**src/hw/ahb_pkg.sv**
```systemverilog
`default_nettype none

package ahb_pkg;

  // --------------------------------------------------
  // Bus widths
  // --------------------------------------------------
  localparam int DATA_W = 32;

  // --------------------------------------------------
  // AHB-Lite transfer encodings
  // --------------------------------------------------
  typedef enum logic [1:0] {
    HTRANS_IDLE   = 2'b00,
    HTRANS_BUSY   = 2'b01,
    HTRANS_NONSEQ = 2'b10,
    HTRANS_SEQ    = 2'b11
  } htrans_t;

  typedef enum logic [2:0] {
    HSIZE_BYTE = 3'b000,
    HSIZE_HALF = 3'b001,
    HSIZE_WORD = 3'b010
  } hsize_t;

  // Master side, address phase fields plus data phase write data
  typedef struct packed {
    logic [31:0]       haddr;
    htrans_t           htrans;
    logic              hwrite;
    hsize_t            hsize;
    logic [DATA_W-1:0] hwdata;
  } ahb_req_t;

  // Slave side response
  typedef struct packed {
    logic [DATA_W-1:0] hrdata;
    logic              hreadyout;
    logic              hresp;
  } ahb_rsp_t;

endpackage

`default_nettype wire

```
**src/hw/mem_pkg.sv**
```systemverilog
`default_nettype none

package mem_pkg;

  // --------------------------------------------------
  // Memory map
  // --------------------------------------------------
  typedef enum logic [1:0] {
    ITCM = 2'd0,
    DTCM = 2'd1,
    SRAM = 2'd2,
    NONE = 2'd3
  } region_t;

  // Codes of haddr[31:28], each region owns a 256 MB window
  localparam logic [3:0] REGION_ITCM = 4'h0;
  localparam logic [3:0] REGION_DTCM = 4'h2;
  localparam logic [3:0] REGION_SRAM = 4'h6;

  // --------------------------------------------------
  // RAM command
  // --------------------------------------------------
  typedef struct packed {
    logic                       cs;
    logic [3:0]                 wen;
    logic [29:0]                addr;
    logic [ahb_pkg::DATA_W-1:0] wdata;
  } sram_cmd_t;

endpackage

`default_nettype wire

```
**src/hw/ahb_addr_decoder.sv**
```systemverilog
`default_nettype none

module ahb_addr_decoder (
  input  wire logic              clk,
  input  wire logic              i_reset,
  input  wire logic              i_hsel,
  input  wire ahb_pkg::ahb_req_t i_req,
  input  wire ahb_pkg::ahb_rsp_t i_rsp_itcm,
  input  wire ahb_pkg::ahb_rsp_t i_rsp_dtcm,
  input  wire ahb_pkg::ahb_rsp_t i_rsp_sram,
  output logic                   o_sel_itcm,
  output logic                   o_sel_dtcm,
  output logic                   o_sel_sram,
  output logic                   o_hready,
  output ahb_pkg::ahb_rsp_t      o_rsp
);

  mem_pkg::region_t aph_region;
  mem_pkg::region_t dph_region;
  logic             accept;
  logic             err_first;
  logic             err_second;

  // --------------------------------------------------
  // Address phase decode
  // --------------------------------------------------
  always_comb begin
    case (i_req.haddr[31:28])
      mem_pkg::REGION_ITCM: aph_region = mem_pkg::ITCM;
      mem_pkg::REGION_DTCM: aph_region = mem_pkg::DTCM;
      mem_pkg::REGION_SRAM: aph_region = mem_pkg::SRAM;
      default:              aph_region = mem_pkg::NONE;
    endcase
  end

  assign o_sel_itcm = i_hsel && (aph_region == mem_pkg::ITCM);
  assign o_sel_dtcm = i_hsel && (aph_region == mem_pkg::DTCM);
  assign o_sel_sram = i_hsel && (aph_region == mem_pkg::SRAM);

  assign accept = i_hsel && o_hready &&
                  (i_req.htrans == ahb_pkg::HTRANS_NONSEQ ||
                   i_req.htrans == ahb_pkg::HTRANS_SEQ);

  // Data phase owner, plus the two-cycle error of the default slave
  always_ff @(posedge clk) begin
    if (i_reset) begin
      dph_region <= mem_pkg::NONE;
      err_first  <= 1'b0;
      err_second <= 1'b0;
    end else begin
      if (o_hready) begin
        dph_region <= accept ? aph_region : mem_pkg::NONE;
      end
      err_first  <= accept && (aph_region == mem_pkg::NONE);
      err_second <= err_first;
    end
  end

  // --------------------------------------------------
  // Response mux
  // --------------------------------------------------
  always_comb begin
    case (dph_region)
      mem_pkg::ITCM: o_rsp = i_rsp_itcm;
      mem_pkg::DTCM: o_rsp = i_rsp_dtcm;
      mem_pkg::SRAM: o_rsp = i_rsp_sram;
      default: begin
        // IDLE or BUSY leaves this at OKAY
        o_rsp.hrdata    = '0;
        o_rsp.hreadyout = !err_first;
        o_rsp.hresp     = err_first || err_second;
      end
    endcase
  end

  assign o_hready = o_rsp.hreadyout;

  // Stalled error cycle must complete as ERROR with ready high
  assert property (@(posedge clk) disable iff (i_reset)
    (dph_region == mem_pkg::NONE && !o_rsp.hreadyout) |=>
      (o_rsp.hresp && o_rsp.hreadyout));

endmodule

`default_nettype wire

```
**config.mk**
```make
export PLATFORM = sky130hd
export DESIGN_NAME = ahb_addr_decoder
export DESIGN_NICKNAME = d
export VERILOG_FILES = /design/src/hw/ahb_pkg.sv /design/src/hw/mem_pkg.sv /design/src/hw/ahb_addr_decoder.sv
export SDC_FILE = /design/constraint.sdc
export NUM_CORES = 1
export LEC_CHECK = 0
export BUFFER_PORTS_ARGS = -buffer_cell sky130_fd_sc_hd__buf_2
export CORE_AREA = 2 2 83 85
export DETAILED_ROUTE_END_ITERATION = 8
export DIE_AREA = 0 0 85 87
export GPL_ROUTABILITY_DRIVEN = 0
export PLACE_DENSITY = 0.56
export SKIP_CTS_REPAIR_TIMING = 1
export SLEW_MARGIN = 20
export SYNTH_ARGS = -nofsm -noshare
export SYNTH_HDL_FRONTEND = slang
export SYNTH_SLANG_ARGS = --single-unit
```
**constraint.sdc**
```tcl
create_clock -name clk -period 1.1 [get_ports clk]
set_input_delay 0.11 -clock clk [delete_from_list [all_inputs] [get_ports clk]]
set_output_delay 0.11 -clock clk [all_outputs]
set_load 0.1 [all_outputs]
```
; Word-level counts from Yosys, hierarchy flattened
; Index checks and enable logic that the tools add are counted.
[op_classes]
n_reduce_logical = 12
n_eq_ne = 9
mux = 3
[ops]
columns = op, n
row1 = $pmux 34 s3, 1
row2 = $eq 2x2->1 const B, 5
row3 = $logic_and 1x1->1, 6
row4 = $pmux 2 s3, 1
row5 = $eq 2x1->1 const B, 2
row6 = $eq 4x2->1 const B, 1
row7 = $eq 4x3->1 const B, 1
row8 = $logic_not 2->1, 2
row9 = $logic_not 4->1, 1
row10 = $logic_or 1x1->1, 2
row11 = $mux 2, 1
row12 = $logic_not 1->1, 1
[totals]
elab_cells = 27
inputBits = 175
regBits = 4
out_inout_bits = 38

; Longest topological paths before layout
[logic_depth]
ltp_word = 5
ltp_mapped = 6
ltp_nobuf = 3

; Least setup slack after synthesis
; No wires, ideal clock.
[synth_timing]
kind = input -> output
start = input i_req[67] in the netlist's numbering
end = output o_sel_sram
path_buffers = 0
t_required_ns = 0.990
cell_stages = 2
arrival_time_ns = 3.303
slack_ns = -2.313
path_cell_list = nand2_1 nor4b_1
[synth_via]
elab_chain_cells = 4
word_cells_on_any_way = 6
cone_classes = eq/ne: 3 / mux: 1 / reduce/logical: 2
[synth_rtl]
columns = item, line
row1 = start: declaration, ahb_addr_decoder.sv:7  ; input wire ahb_pkg::ahb_req_t i_req,
row2 = $eq 4x3->1 (tied with other cells), ahb_addr_decoder.sv:28  ; case (i_req.haddr[31:28])
row3 = $pmux 2 s3 (*), ahb_addr_decoder.sv:28
row4 = $eq 2x2->1 (*), ahb_addr_decoder.sv:38  ; assign o_sel_sram = i_hsel && (aph_region == mem_pkg::SRAM);
row5 = $logic_and 1x1->1 (*), ahb_addr_decoder.sv:38
row6 = end: declaration, ahb_addr_decoder.sv:13  ; output logic o_sel_sram,
; Mark *: on every way between the ends. The rest lies on a longest branch, timed or not.

; Worst setup path in the final report
[layout_timing]
start = register dph_region[0]
end = output o_hready
[layout_via]
elab_chain_cells = 2
word_cells_on_any_way = 4
cone_classes = eq/ne: 2 / mux: 1 / reduce/logical: 1
[layout_rtl]
columns = item, line
row1 = start: declaration, ahb_addr_decoder.sv:19  ; mem_pkg::region_t dph_region;
row2 = start signal: assignment, ahb_addr_decoder.sv:47  ; dph_region <= mem_pkg::NONE;
row3 = start signal: assignment, ahb_addr_decoder.sv:52  ; dph_region <= accept ? aph_region : mem_pkg::NONE;
row4 = $eq 2x2->1 (tied with other cells), ahb_addr_decoder.sv:63  ; case (dph_region)
row5 = $pmux 34 s3 (*), ahb_addr_decoder.sv:63
row6 = end: declaration, ahb_addr_decoder.sv:14  ; output logic o_hready,
; Marks and branches as above.

==> results.sh <==
export IMPL_routed_wl_mm=5.007
export IMPL_avgSynthCellArea_um2=6.840
export IMPL_rsz0062_at_grt="yes"
export IMPL_flow_area_growth_from_synthesis_pct=237.4
export IMPL_grt_max_degree=22
export IMPL_pwr_share_comb_pct=63.5
export IMPL_internal_power_uw=779.3
export IMPL_core_area_mm2=0.006569
export IMPL_crit_chain="mux4_2 -> buf_6"
export IMPL_place_ws_ns=-0.3190
export IMPL_synth_area_um2=923.4
export IMPL_hold_viol=0
export IMPL_worst_slack_ns=-0.4689
export IMPL_slew_violations=0
export IMPL_synth_cells=135
export IMPL_period_share_pct=142.6
export IMPL_power_total_mw=1.312
export IMPL_drive_gt1_share_pct=81.51
export IMPL_clk_pin_slew_ns=0.04
export IMPL_yosysSeqAreaShare_pct=8.672
export IMPL_wl_per_cell_um=13.46
export IMPL_die_w_um=85
export IMPL_drtIter0Drc=12
export IMPL_timing_final_crit_period_ns=1.569
export IMPL_hpwlAfterDp_mm=4.124
export IMPL_endpoint_kind="primary output"
export IMPL_swShare_pct=40.61
export IMPL_tightestPinTransition_ns=0.3546
export IMPL_final_core_util_pct=47.43
export IMPL_setup_tns_ns=-15.07
export IMPL_nets=468
export IMPL_n_antenna_cell=0
export IMPL_crit_slowest_cell="mux4_2"
export IMPL_dieArea_mm2=0.007395
export IMPL_yosysWarnings=0
export IMPL_layout_common_cells="buf_2, buf_12, nand2_1, o21ai_4, mux2i_2"
export IMPL_drc=0
export IMPL_clockPowerShare_pct=25.1
export IMPL_cts_buffers=3
export IMPL_vias=1603
export IMPL_outcome="finished, violations left"
export IMPL_grt_pass1_vias=1592
export IMPL_cts_root_buf="clkbuf_8"
export IMPL_antenna_found_initial=0
export IMPL_groute_usage_overall_pct=11.43
export IMPL_grt_overflow_total=0
export IMPL_cts_sinks=4
export IMPL_hold_class="in -> reg"
export IMPL_drv_cap=0
export IMPL_crit_arrival_ns=1.46
export IMPL_worstSkewPairLatency_ns=0.22
export IMPL_worst_setup_path_type="reg -> out"
export IMPL_final_common_cell="buf_2"
export IMPL_crit_required_ns=0.99
export IMPL_relSlewSlack_pct=75.75
export IMPL_grt_pass1_wl_mm=7.044
export IMPL_synth_nets=310
export IMPL_via_per_inst=4.309
export IMPL_cpPeakStageDelay_ns=0.59
export IMPL_skew_ns=0.008120
export IMPL_clk_path_buf_depth=2
export IMPL_ios=213
export IMPL_violations="setup timing"
export IMPL_power_density_mw_per_mm2=421.2
export IMPL_ant_nets=0
export IMPL_cts_tree="built"
export IMPL_report_final_setup_viol=40
export IMPL_p_sw_uw=532.9
export IMPL_portBuffers=147
export IMPL_placedCellCount=367
export IMPL_h_tree_depth=1
export IMPL_cp_max_fo=6
export IMPL_yosysUniqueCellTypes=21
export IMPL_rows=30
export IMPL_p_seq_share_pct=11.4
export IMPL_fmax_mhz=637.4
export IMPL_drt_pass1_iterations=3
export IMPL_initial_utilization_pct=14.06
export IMPL_p_leak_nw=1.351
export IMPL_die_h_um=87
export IMPL_critPathLaunchType="flip-flop"
export IMPL_vdd_drop_max_v=0.0002712
export IMPL_ys_seq_elements=4
export IMPL_fin_cells=372
## worst max-delay path: cells and delay by family (launching register included)
kind | cells | cell delay [ns]
multiplexers | 1 | 0.59
flip-flops | 1 | 0.43
buffers and inverters | 1 | 0.22
## stage by stage
| stage | area, um^2 | hold WS (ns) |
|---|---|---|
| finish | 3115 | 0.1097 |
| global route | 3115 | 0.1173 |
| CTS | 2830 | 0.1090 |
| detailed placement | 2785 | 0.3317 |
| global placement | 2785 | 0.3279 |
| floorplan | 1365 | 0.1767 |
## power groups by stage
stage / clock [mW] / combinational, mW / sequential [mW]
after floorplan: 0 / 0.394 / 0.153
after global placement: 0 / 0.720 / 0.152
after detailed placement: 0 / 0.730 / 0.152
after CTS: 0.338 / 0.732 / 0.150
after global routing: 0.359 / 0.875 / 0.150
final: 0.330 / 0.834 / 0.149
## flip-flops by register name (all words and copies together) (netlist names)
name	count
dph_region	2
err_first	1
err_second	1
## logic make-up (layout without fill, tap and decap cells)
logic type      Yosys count  after routing  synth area share [%]
simple gates             47             47                 22.77
mux                      35             35                 40.65
compound gates           35             35                 20.05
buf+inv                  14            171                 7.858
flops                     4              4                 8.672
## cells in the mapped netlist
cell type / count / area (um^2)
nor3b_1: 1 / 7.510
buf_2: 7 / 35.03
o21ai_1: 32 / 160.2
buf_4: 1 / 7.510
nor4_1: 1 / 6.260
buf_6: 1 / 11.26
clkbuf_1: 4 / 15.01
or2_0: 1 / 6.260
inv_1: 1 / 3.750
dfxtp_1: 4 / 80.08
a31oi_1: 1 / 6.260
and3b_1: 1 / 8.760
a2111oi_0: 1 / 8.760
or3_1: 1 / 6.260
nor2_1: 3 / 11.26
o311a_1: 1 / 10.01
nand2_1: 33 / 123.9
mux4_2: 2 / 45.04
nor2b_1: 5 / 31.28
nor4b_1: 1 / 8.760
mux2i_1: 33 / 330.3
## cell type report
type / instances / area, um^2
fillers: 606 / 3453
multi-input cells: 117 / 1378
inverters: 1 / 3.754
well taps: 80 / 100.1
flip-flops and latches: 4 / 87.58
repair buffers: 166 / 1501
clock buffers: 4 / 45.04
## path summary, 6_finish.rpt
path / endpoint / from / cells after the start / slack, ns
setup reg to reg: dph_region[1] / dph_region[0] / 3 / -0.32
hold / removal: err_second / i_reset / 2 / 0.11
hold reg to reg: err_second / err_first / 2 / 0.44
setup / recovery: o_hready / dph_region[0] / 2 / -0.47
## routing by layer
metal | wire length, um | GRT usage, %
met2 | 2767 | 21.95
met1 | 1661 | 11.90
met3 | 535 | 3.412
met5 | 0 | 0
met4 | 43 | 3.463
Power figures use the tool's default switching activity.
