$ cat config.mk
export PLATFORM = sky130hd
export DESIGN_NAME = ahb_sram_bridge
export DESIGN_NICKNAME = d
export VERILOG_FILES = /design/src/hw/ahb_pkg.sv /design/src/hw/mem_pkg.sv /design/src/hw/ahb_sram_bridge.sv
export SDC_FILE = /design/constraint.sdc
export NUM_CORES = 1
export LEC_CHECK = 0
export BUFFER_PORTS_ARGS = -buffer_cell sky130_fd_sc_hd__buf_2
export CORE_MARGIN = 2
export CORE_UTILIZATION = 48
export DETAILED_ROUTE_END_ITERATION = 8
export PLACE_DENSITY = 0.86
export SYNTH_ARGS = -nofsm -noshare
export SYNTH_HDL_FRONTEND = slang
export SYNTH_SLANG_ARGS = --single-unit
$ cat constraint.sdc
create_clock -name clk -period 6.2 [get_ports clk]
set_clock_uncertainty 0.15 [all_clocks]
set_input_delay 1.24 -clock clk [delete_from_list [all_inputs] [get_ports clk]]
set_output_delay 1.24 -clock clk [all_outputs]
set_load 0.05 [all_outputs]
$ cat src/hw/ahb_pkg.sv
`default_nettype none

package ahb_pkg;

  // --------------------------------------------------
  // Bus widths
  // --------------------------------------------------
  localparam int DATA_W = 32;

  // --------------------------------------------------
  // AHB-Lite transfer encodings
  // --------------------------------------------------
  typedef enum logic [1:0] {
    HTRANS_IDLE   = 2'b00,
    HTRANS_BUSY   = 2'b01,
    HTRANS_NONSEQ = 2'b10,
    HTRANS_SEQ    = 2'b11
  } htrans_t;

  typedef enum logic [2:0] {
    HSIZE_BYTE = 3'b000,
    HSIZE_HALF = 3'b001,
    HSIZE_WORD = 3'b010
  } hsize_t;

  // Master side, address phase fields plus data phase write data
  typedef struct packed {
    logic [31:0]       haddr;
    htrans_t           htrans;
    logic              hwrite;
    hsize_t            hsize;
    logic [DATA_W-1:0] hwdata;
  } ahb_req_t;

  // Slave side response
  typedef struct packed {
    logic [DATA_W-1:0] hrdata;
    logic              hreadyout;
    logic              hresp;
  } ahb_rsp_t;

endpackage

`default_nettype wire

$ cat src/hw/mem_pkg.sv
`default_nettype none

package mem_pkg;

  // --------------------------------------------------
  // Memory map
  // --------------------------------------------------
  typedef enum logic [1:0] {
    ITCM = 2'd0,
    DTCM = 2'd1,
    SRAM = 2'd2,
    NONE = 2'd3
  } region_t;

  // Codes of haddr[31:28], each region owns a 256 MB window
  localparam logic [3:0] REGION_ITCM = 4'h0;
  localparam logic [3:0] REGION_DTCM = 4'h2;
  localparam logic [3:0] REGION_SRAM = 4'h6;

  // --------------------------------------------------
  // RAM command
  // --------------------------------------------------
  typedef struct packed {
    logic                       cs;
    logic [3:0]                 wen;
    logic [29:0]                addr;
    logic [ahb_pkg::DATA_W-1:0] wdata;
  } sram_cmd_t;

endpackage

`default_nettype wire

$ cat src/hw/ahb_sram_bridge.sv
`default_nettype none

module ahb_sram_bridge #(
  parameter int AW = 12
) (
  input  wire logic                       clk,
  input  wire logic                       i_reset,
  input  wire logic                       i_sel,
  input  wire logic                       i_hready,
  input  wire ahb_pkg::ahb_req_t          i_req,
  output ahb_pkg::ahb_rsp_t               o_rsp,
  output mem_pkg::sram_cmd_t              o_cmd,
  input  wire logic [ahb_pkg::DATA_W-1:0] i_rdata
);

  logic                       trans_valid;
  logic                       rd_req;
  logic                       wr_req;
  logic [29:0]                word_addr;
  logic [3:0]                 lanes;

  // Write address phase, data arrives one cycle later
  logic                       wph_valid;
  logic [29:0]                wph_addr;
  logic [3:0]                 wph_lanes;
  logic                       wr_end;

  // One-entry write buffer
  logic                       buf_valid;
  logic [29:0]                buf_addr;
  logic [3:0]                 buf_lanes;
  logic [ahb_pkg::DATA_W-1:0] buf_data;
  logic                       buf_load;
  logic                       buf_hit;
  logic                       commit_buf;
  logic                       commit_direct;

  logic [29:0]                rd_addr_q;
  logic [ahb_pkg::DATA_W-1:0] merged;

  function automatic logic [3:0] size_lanes(input ahb_pkg::hsize_t size,
                                            input logic [1:0] offset);
    logic [3:0] mask;
    case (size)
      ahb_pkg::HSIZE_BYTE: mask = 4'b0001 << offset;
      ahb_pkg::HSIZE_HALF: mask = offset[1] ? 4'b1100 : 4'b0011;
      default:             mask = 4'b1111;
    endcase
    return mask;
  endfunction

  // --------------------------------------------------
  // Address phase
  // --------------------------------------------------
  assign trans_valid = i_sel && i_hready &&
                       (i_req.htrans == ahb_pkg::HTRANS_NONSEQ ||
                        i_req.htrans == ahb_pkg::HTRANS_SEQ);
  assign rd_req    = trans_valid && !i_req.hwrite;
  assign wr_req    = trans_valid && i_req.hwrite;
  // Offset bits above AW alias
  assign word_addr = 30'(i_req.haddr[AW-1:2]);
  assign lanes     = size_lanes(i_req.hsize, i_req.haddr[1:0]);

  // --------------------------------------------------
  // Write scheduling
  // --------------------------------------------------
  assign wr_end        = wph_valid && i_hready;
  assign commit_buf    = buf_valid && !rd_req;
  // Write data phase with a free RAM goes straight through
  assign commit_direct = wr_end && !rd_req && !buf_valid;
  assign buf_load      = wr_end && !commit_direct;

  always_comb begin
    o_cmd.cs    = 1'b0;
    o_cmd.wen   = 4'b0000;
    o_cmd.addr  = buf_addr;
    o_cmd.wdata = buf_data;
    if (rd_req) begin
      o_cmd.cs   = 1'b1;
      o_cmd.addr = word_addr;
    end else if (commit_buf) begin
      o_cmd.cs  = 1'b1;
      o_cmd.wen = buf_lanes;
    end else if (commit_direct) begin
      o_cmd.cs    = 1'b1;
      o_cmd.wen   = wph_lanes;
      o_cmd.addr  = wph_addr;
      o_cmd.wdata = i_req.hwdata;
    end
  end

  always_ff @(posedge clk) begin
    if (i_reset) begin
      wph_valid <= 1'b0;
      buf_valid <= 1'b0;
    end else begin
      if (i_hready) begin
        wph_valid <= wr_req;
      end
      if (buf_load) begin
        buf_valid <= 1'b1;
      end else if (commit_buf) begin
        buf_valid <= 1'b0;
      end
    end
  end

  always_ff @(posedge clk) begin
    if (wr_req) begin
      wph_addr  <= word_addr;
      wph_lanes <= lanes;
    end
    if (rd_req) begin
      rd_addr_q <= word_addr;
    end
    if (buf_load) begin
      buf_addr  <= wph_addr;
      buf_lanes <= wph_lanes;
      buf_data  <= i_req.hwdata;
    end
  end

  // --------------------------------------------------
  // Read data, buffered bytes win over RAM
  // --------------------------------------------------
  always_comb begin
    buf_hit = buf_valid && (buf_addr == rd_addr_q);
    for (int i = 0; i < 4; i++) begin
      merged[8*i +: 8] = (buf_hit && buf_lanes[i]) ? buf_data[8*i +: 8]
                                                   : i_rdata[8*i +: 8];
    end
  end

  assign o_rsp.hrdata    = merged;
  assign o_rsp.hreadyout = 1'b1;
  assign o_rsp.hresp     = 1'b0;

  // A read never meets an ending write while the buffer is still full
  assert property (@(posedge clk) disable iff (i_reset)
    (wr_end && buf_valid) |-> !rd_req);

endmodule

`default_nettype wire

# [After elaboration in Yosys (flattened, before gate mapping)]
# Cells that the tools add are included.
[word_totals] ff_bits=72 input_bits=106 output_inout_bits=101
[classes] n_eq_ne=4 n_shift=1 mux=15 reduce_logical=21
[op_table] op="67-bit two-way mux" n=1
[op_table] op="62-bit two-way mux" n=1
[op_table] op="32-bit two-way mux" n=1
[op_table] op="8-bit two-way mux" n=4
[op_table] op="30-bit two-way mux" n=1
[op_table] op="1-bit logical AND" n=14
[op_table] op="10-bit == test" n=1
[op_table] op="4-bit two-way mux" n=2
[op_table] op="4-bit case mux with 2 select lines" n=1
[op_table] op="5-bit two-way mux" n=1
[op_table] op="2-bit == test (second input constant)" n=2
[op_table] op="1-bit zero test" n=4
[op_table] op="1-bit by 2-bit left shift with 4-bit output (first input constant)" n=1
[op_table] op="3-bit by 1-bit == test with 1-bit output (second input constant)" n=1
[op_table] op="3-bit zero test" n=1
[op_table] op="1-bit two-way mux" n=3
[op_table] op="2-bit nonzero test" n=1
[op_table] op="1-bit logical OR" n=1

# [Logic depth before layout (Yosys ltp)]
# Gate-level depths: netlist of the first run.
[depth] depth_word=10 mapped_depth=6 mapped_depth_nobuf=4

# [Least setup slack after synthesis of the first run]
# Ideal clock, no wire load.
[synth_path] path_kind="input -> output" start="in i_hready" end="out o_cmd[35] (netlist name)" t_arrival_ns=3.119 t_required_ns=4.810 slack_ns=1.691 stages=5 n_path_buf=1 path_cell_list="nand2_1 > nor2_1 > buf_2 > mux2i_1 > o21ai_0"
[synth_lines] item="start: declaration" line="ahb_sram_bridge.sv:9" rtl="input wire logic i_hready,"
[synth_lines] item="end: declaration" line="ahb_sram_bridge.sv:12" rtl="output mem_pkg::sram_cmd_t o_cmd,"

==> key figures, run 1 <==
Clock network
  – CTS Buffer Depth: 2
  – Root Buffer Master: clkbuf_8
  – Skew-Pair Late Insertion Delay: 0.32 ns
  – CTS tree: built
  – Cts repair resizes: 0
  – Postcts setup bufs: 0
  – # hold bufs at CTS: 0
  – Clock sink count: 72
  – H-tree levels: 3
  – Clock transition at the registers of the reported paths: around 0.080 ns
  – Num CTS Buffers: 9

STA
  – Worst slew margin: 0.586
  – Fmax: between 0.2 and 0.25 GHz
  – Final Hold Vio Count: 0
  – Final setup viols: 0
  – RSZ-0062 raised after global routing: no
  – Clock period minus worst slack: 4.66 ns
  – Fin. max-slew vios: 0
  – Period utilization: 0.752
  – Setup TNS: 0 ns
  – Slew @ Worst Pin: 0.619 ns

Worst setup path
  – Peak fanout along the critical path: 38
  – Crit Path Class: input port to primary output
  – Critical Path AT: 3.27 ns
  – Startpoint Class: input port
  – Req. time, crit path: between 4 and 5 ns
  – Setup crit end kind: primary output

Place
  – Port buffer count: 163
  – Dpl cell area: 4490 um^2
  – GP Congestion: around 0.73
  – Dpl hpwl: 6260 um

Floorplan
  – Ports: 207
  – Die area: 8270 um^2
  – FP Rows: 31
  – Die Wd: 90.9 um
  – Core Area: about 7300 um^2
  – Die height: 90.9 um
  – Starting Density: 0.497

Synth
  – Yosys reg bits: 72
  – Post-Syn Instances: roughly 250
  – Register area share after synthesis: 0.591
  – Netlist Area Pre-Place: 3630 um^2
  – Distinct cells, synth: 26
  – Avg Cell Area, Syn: approximately 14 um^2
  – Yosys warns: 0

Power and ir drop
  – Sequential Power Share: 0.498
  – Pint: 0.000805 W
  – Switching part of the total power: 0.258
  – Comb pwr share: 0.144
  – Clock power share: 0.358
  – NetSw: 0.000280 W
  – Pwr dens: between 200 and 250 nW/um^2
  – Static Leak: 1.95 nW
  – Peak supply drop: about 0.1 mV

Cells and area
  – Fillcell total: 581
  – Final instance area: 4700 um^2
  – FF/Latch Area: 2140 um^2
  – Nets: 528
  – P&R area growth vs syn: 29.6%
  – Multi-input combinational cell area: 1360 um^2
  – Layout cell share with drive strength beyond 1: 0.597
  – Antenna fix cells: 0

Detailed routing
  – 1st-iter DRT viols: 100
  – Final WL: 8190 um
  – DRC violations left: 0
  – Vias per std cell: 4.90
  – Vias: 2,575
  – Antenna Violating Nets Remaining: 0
  – Wire per inst: 15.6 um
  – Drt pass-1 iters: 4

Global route
  – First-pass GRT wire length: 12,600 um
  – Vias in the first global route: 2,467
  – Gr ovfl total: 0
  – Global-route usage over all layers: 0.195
  – Largest net degree at the start of global routing: between 40 and 50
  – Initial antenna violation count: 0

Run status
  – Status: complete, no violations

Hold path
  – Hold Crit Class: register to register

Flow run
  – Max cap viols: 0
==> power by group through the flow <==
stage                     logic [W]  registers [W]  clock network (W)
after global placement     0.000153       0.000551                  0
after CTS                  0.000156       0.000540           0.000399
after floorplan            0.000118       0.000551                  0
after detailed placement   0.000156       0.000551                  0
final                      0.000156       0.000541           0.000389
after global routing       0.000163       0.000541           0.000419
==> sequential cells by signal (all words and copies together) (netlist names) <==
name,cells
rd_addr_q,10
buf_addr,10
wph_lanes,4
buf_data,32
buf_lanes,4
wph_valid,1
wph_addr,10
buf_valid,1
==> layout make-up <==
| class | instances | share of cell area |
|---|---|---|
| clock buffers | 10 | 0.0271 |
| repair buffers | 168 | 0.182 |
| inverters | 3 | 0.00240 |
| multi-input cells | 168 | 0.289 |
| flip-flops and latches | 72 | 0.456 |
| well taps | 99 | 0.0264 |
| clock inverters | 6 | 0.0178 |
==> logic make-up after synthesis <==
| family | Yosys count | synth area share |
|---|---|---|
| xor gates and xnor gates | 9 | 0.0217 |
| muxes | 74 | 0.226 |
| and+or+nand+nor | 42 | 0.0680 |
| AOI/OAI and AO/OA | 21 | 0.0317 |
| other | 2 | 0.00207 |
| buffers and inverters | 34 | 0.0597 |
| DFF | 72 | 0.591 |
==> Yosys cell counts, drive strengths merged <==
cell,n,area share
a21oi,2,0.0028
a22oi,4,0.0083
and2,1,0.0017
and3,1,0.0017
buf,27,0.052
clkbuf,4,0.0041
conb,2,0.0021
dfxtp,2,0.011
edfxtp,70,0.58
inv,3,0.0031
mux2,64,0.20
mux2i,10,0.028
nand2,13,0.013
nand2b,1,0.0017
nand3,1,0.0014
nand4,4,0.014
nor2,12,0.012
nor2b,2,0.0034
nor3,2,0.0041
nor3b,4,0.0083
nor4,1,0.0059
o21ai,15,0.021
xnor2,1,0.0024
xor2,8,0.019
==> cell usage in the layout, fill, tap and decap left out, drive strengths merged, types with 3 or more instances in the layout <==
cell type | synthesis | final
mux2i | 10 | 10
inv | 3 | 3
edfxtp | 70 | 70
xor2 | 8 | 8
conb | 2 | 22
nand4 | 4 | 4
nor2 | 12 | 12
buf | 27 | 168
clkbuf | 4 | 10
nor3b | 4 | 4
o21ai | 15 | 15
mux2 | 64 | 64
nand2 | 13 | 13
a22oi | 4 | 4
==> worst max-delay path: stages <==
cell and delay [ns]:
buf_2 0.12, nand3_1 0.10, nor2_2 0.04, buf_4 0.24, nor3_2 0.45, buf_4 0.43
mux2_2 0.40, buf_2 0.21
==> final timing paths <==
path / startpoint / to / slack [ns] / cells past startpoint
hold / removal: wph_addr[1]$_DFFE_PP_ / buf_addr[1]$_DFFE_PP_ / 0.30 / 0
setup reg to reg: buf_valid$_SDFFE_PP0P_ / buf_data[22]$_DFFE_PP_ / 4.41 / 3
hold reg to reg: wph_addr[1]$_DFFE_PP_ / buf_addr[1]$_DFFE_PP_ / 0.30 / 0
setup / recovery: i_hready / o_cmd[29] / 1.54 / 8
==> layer usage <==
layer	wire, um	GRT usage
met5	0	0
met4	68	0.0568
met3	498	0.0415
met2	4230	0.337
met1	3390	0.247
==> through the flow <==
| stage | setup WS [ns] | instances | util | total power, W | hold WS (ns) |
|---|---|---|---|---|---|
| 2_1_floorplan | 1.69 | 274 | - | 0.000669 | 0.276 |
| 5_1_grt | 1.41 | 526 | 0.645 | 0.00112 | 0.305 |
| 3_3_place_gp | 1.58 | 510 | 0.616 | 0.000704 | 0.278 |
| 6_report | 1.54 | 526 | 0.645 | 0.00109 | 0.304 |
| 3_5_place_dp | 1.53 | 510 | 0.616 | 0.000707 | 0.282 |
| 4_1_cts | 1.52 | 526 | 0.645 | 0.00110 | 0.299 |
Note: power is estimated with default switching activity, not from simulation.
==> run 2: changes to the inputs <==
--- a/config.mk
+++ b/config.mk
@@ -7,9 +7,9 @@
 export LEC_CHECK = 0
 export BUFFER_PORTS_ARGS = -buffer_cell sky130_fd_sc_hd__buf_2
 export CORE_MARGIN = 2
-export CORE_UTILIZATION = 48
+export CORE_UTILIZATION = 44
 export DETAILED_ROUTE_END_ITERATION = 8
-export PLACE_DENSITY = 0.86
+export PLACE_DENSITY = 0.8
 export SYNTH_ARGS = -nofsm -noshare
 export SYNTH_HDL_FRONTEND = slang
 export SYNTH_SLANG_ARGS = --single-unit
==> constraint.sdc (replaced) <==
create_clock -name clk -period 4.6 [get_ports clk]
set_clock_uncertainty 0.15 [all_clocks]
set_input_delay 0.92 -clock clk [delete_from_list [all_inputs] [get_ports clk]]
set_output_delay 0.92 -clock clk [all_outputs]
set_load 0.05 [all_outputs]
==> key figures, run 2 (synthesis gave the netlist of run 1 again) <==
Worst setup path
  – Crit Path Class: register to primary output
  – Register-to-register setup slack: 2.62 ns
  – Slowest CP cell: nor4_4
  – CP delay by family, top: simple AND/OR/NAND/NOR gates
  – Setup crit end kind: primary output
  – Crit path from: buf_addr[6]$_DFFE_PP_
  – Critical Path AT: approximately 2.4 ns
  – Max incr delay on CP: 0.45 ns
  – Cell Chain, Critical Path: xor2_1, nor4_4, nand4_2, mux2_2, buf_2
  – Startpoint Class: register
  – Critical Path Sink: o_rsp[25]
  – R2R cell count: 3
  – R2R Path End: buf_data[30]$_DFFE_PP_
  – Peak fanout along the critical path: 8
  – Worst r2r src: buf_valid$_SDFFE_PP0P_
  – Worst Path Buf+Inv: 1
  – Critical path depth: 5
  – Req. time, crit path: 3.53 ns

Hold path
  – Hold Crit Class: register to register

Clock network
  – Clock sink count: 72
  – H-tree levels: 3
  – CTS Buffer Depth: 2
  – Clock transition at the registers of the reported paths: approximately 0.08 ns
  – Skew-Pair Late Insertion Delay: approximately 0.33 ns
  – Num CTS Buffers: 9
  – # hold bufs at CTS: 0
  – CTS tree: built
  – Root Buffer Master: clkbuf_8
  – Cts repair resizes: 0
  – Postcts setup bufs: 0

STA
  – Final setup viols: 0
  – Clock period minus worst slack: 3.45 ns
  – Setup TNS: 0 ns
  – RSZ-0062 raised after global routing: no
  – Final Hold Vio Count: 0
  – Slew @ Worst Pin: 0.641 ns
  – Fmax: between 0.2 and 0.3 GHz
  – Period utilization: 0.749
  – Fin. max-slew vios: 0
  – Worst slew margin: 0.572

Detailed routing
  – Antenna Violating Nets Remaining: 0
  – DRC violations left: 0
  – Wire per inst: approximately 14 um
  – Drt pass-1 iters: 4
  – Vias per std cell: 4.79
  – Vias: 2,542
  – Final WL: 7560 um
  – 1st-iter DRT viols: 69

Cells and area
  – P&R area growth vs syn: 30.1%
  – Most flops, register: buf_data
  – Max reg flops: 32
  – Most frequent cells in the layout: buf_2 (163), edfxtp_1 (70), mux2_2 (64)
  – Final instance area: 4720 um^2
  – Nets: 528
  – Antenna fix cells: 0
  – Layout cell share with drive strength beyond 1: 0.596
  – Finished Layout Cells: 531
  – Most common cell after layout, fill and taps aside: buf_2

Power and ir drop
  – Static Leak: 1.96 nW
  – Pwr dens: 310 nW/um^2
  – Peak supply drop: ~0.2 mV

Floorplan
  – FP Rows: 33
  – Die height: roughly 95 um
  – Die Wd: 94.8 um
  – Starting Density: 0.448
  – Ports: about 210
  – Die area: 8990 um^2
  – Core Area: slightly above 8000 um^2

Global route
  – Largest net degree at the start of global routing: 38
  – M1 GR Usage: 0.197
  – First-pass GRT wire length: between 10,000 and 15,000 um
  – Vias in the first global route: 2,359
  – M3 GR Usage: 0.0439
  – Initial antenna violation count: 0
  – Gr ovfl total: 0
  – GRT Max-Usage Layer: met2
  – GRT met2 Usage: 0.280
  – Global-route usage over all layers: 0.161

Place
  – Inst Count DP: 516
  – Port buffer count: approximately 160
  – GP Congestion: 0.737
  – Dpl hpwl: 5760 um
  – Dpl cell area: 4510 um^2

Run status
  – Status: complete, no violations

Flow run
  – Max cap viols: 0
==> run 2: power breakdown <==
group	internal [W]	switching [W]
sequential	0.000725	0.00000319
clock	0.000304	0.000223
combinational	0.0000570	0.000150
total	0.00109	0.000376
==> run 2: metal layers <==
metal  part of all wire  wire length [um]
met1               0.42              3150
met4             0.0070                53
met2               0.51              3830
met3              0.069               521
met5                  0                 0
==> run 2: how the worst min path moves through the flow <==
stage                                startpoint               endpoint  slack (ns)  depth (start not counted)
after floorplan           wph_addr[0]$_DFFE_PP_  buf_addr[0]$_DFFE_PP_        0.28                          0
after global placement    wph_addr[8]$_DFFE_PP_  buf_addr[8]$_DFFE_PP_        0.28                          0
after detailed placement  wph_addr[7]$_DFFE_PP_  buf_addr[7]$_DFFE_PP_        0.29                          0
after CTS                 wph_addr[2]$_DFFE_PP_  buf_addr[2]$_DFFE_PP_        0.30                          0
after global routing      wph_addr[7]$_DFFE_PP_  buf_addr[7]$_DFFE_PP_        0.32                          0
final                     wph_addr[6]$_DFFE_PP_  buf_addr[6]$_DFFE_PP_        0.30                          0
==> run 2: cell type report <==
class                   instances  area, um^2
well taps                     105         131
fillers                       665        3370
repair buffers                168         866
clock buffers                  10         128
multi-input cells             168        1360
flip-flops and latches         72        2140
clock inverters                 5        81.3
inverters                       3        11.3
==> run 2: stage by stage <==
stage,power (W),hold WS [ns],util,worst slack (ns)
final,0.00146,0.301,0.583,1.15
after global routing,0.00152,0.318,0.583,0.994
after CTS,0.00148,0.304,0.583,1.08
after detailed placement,0.000951,0.285,0.557,1.16
after global placement,0.000947,0.279,0.557,1.19
after floorplan,0.000902,0.276,-,0.608
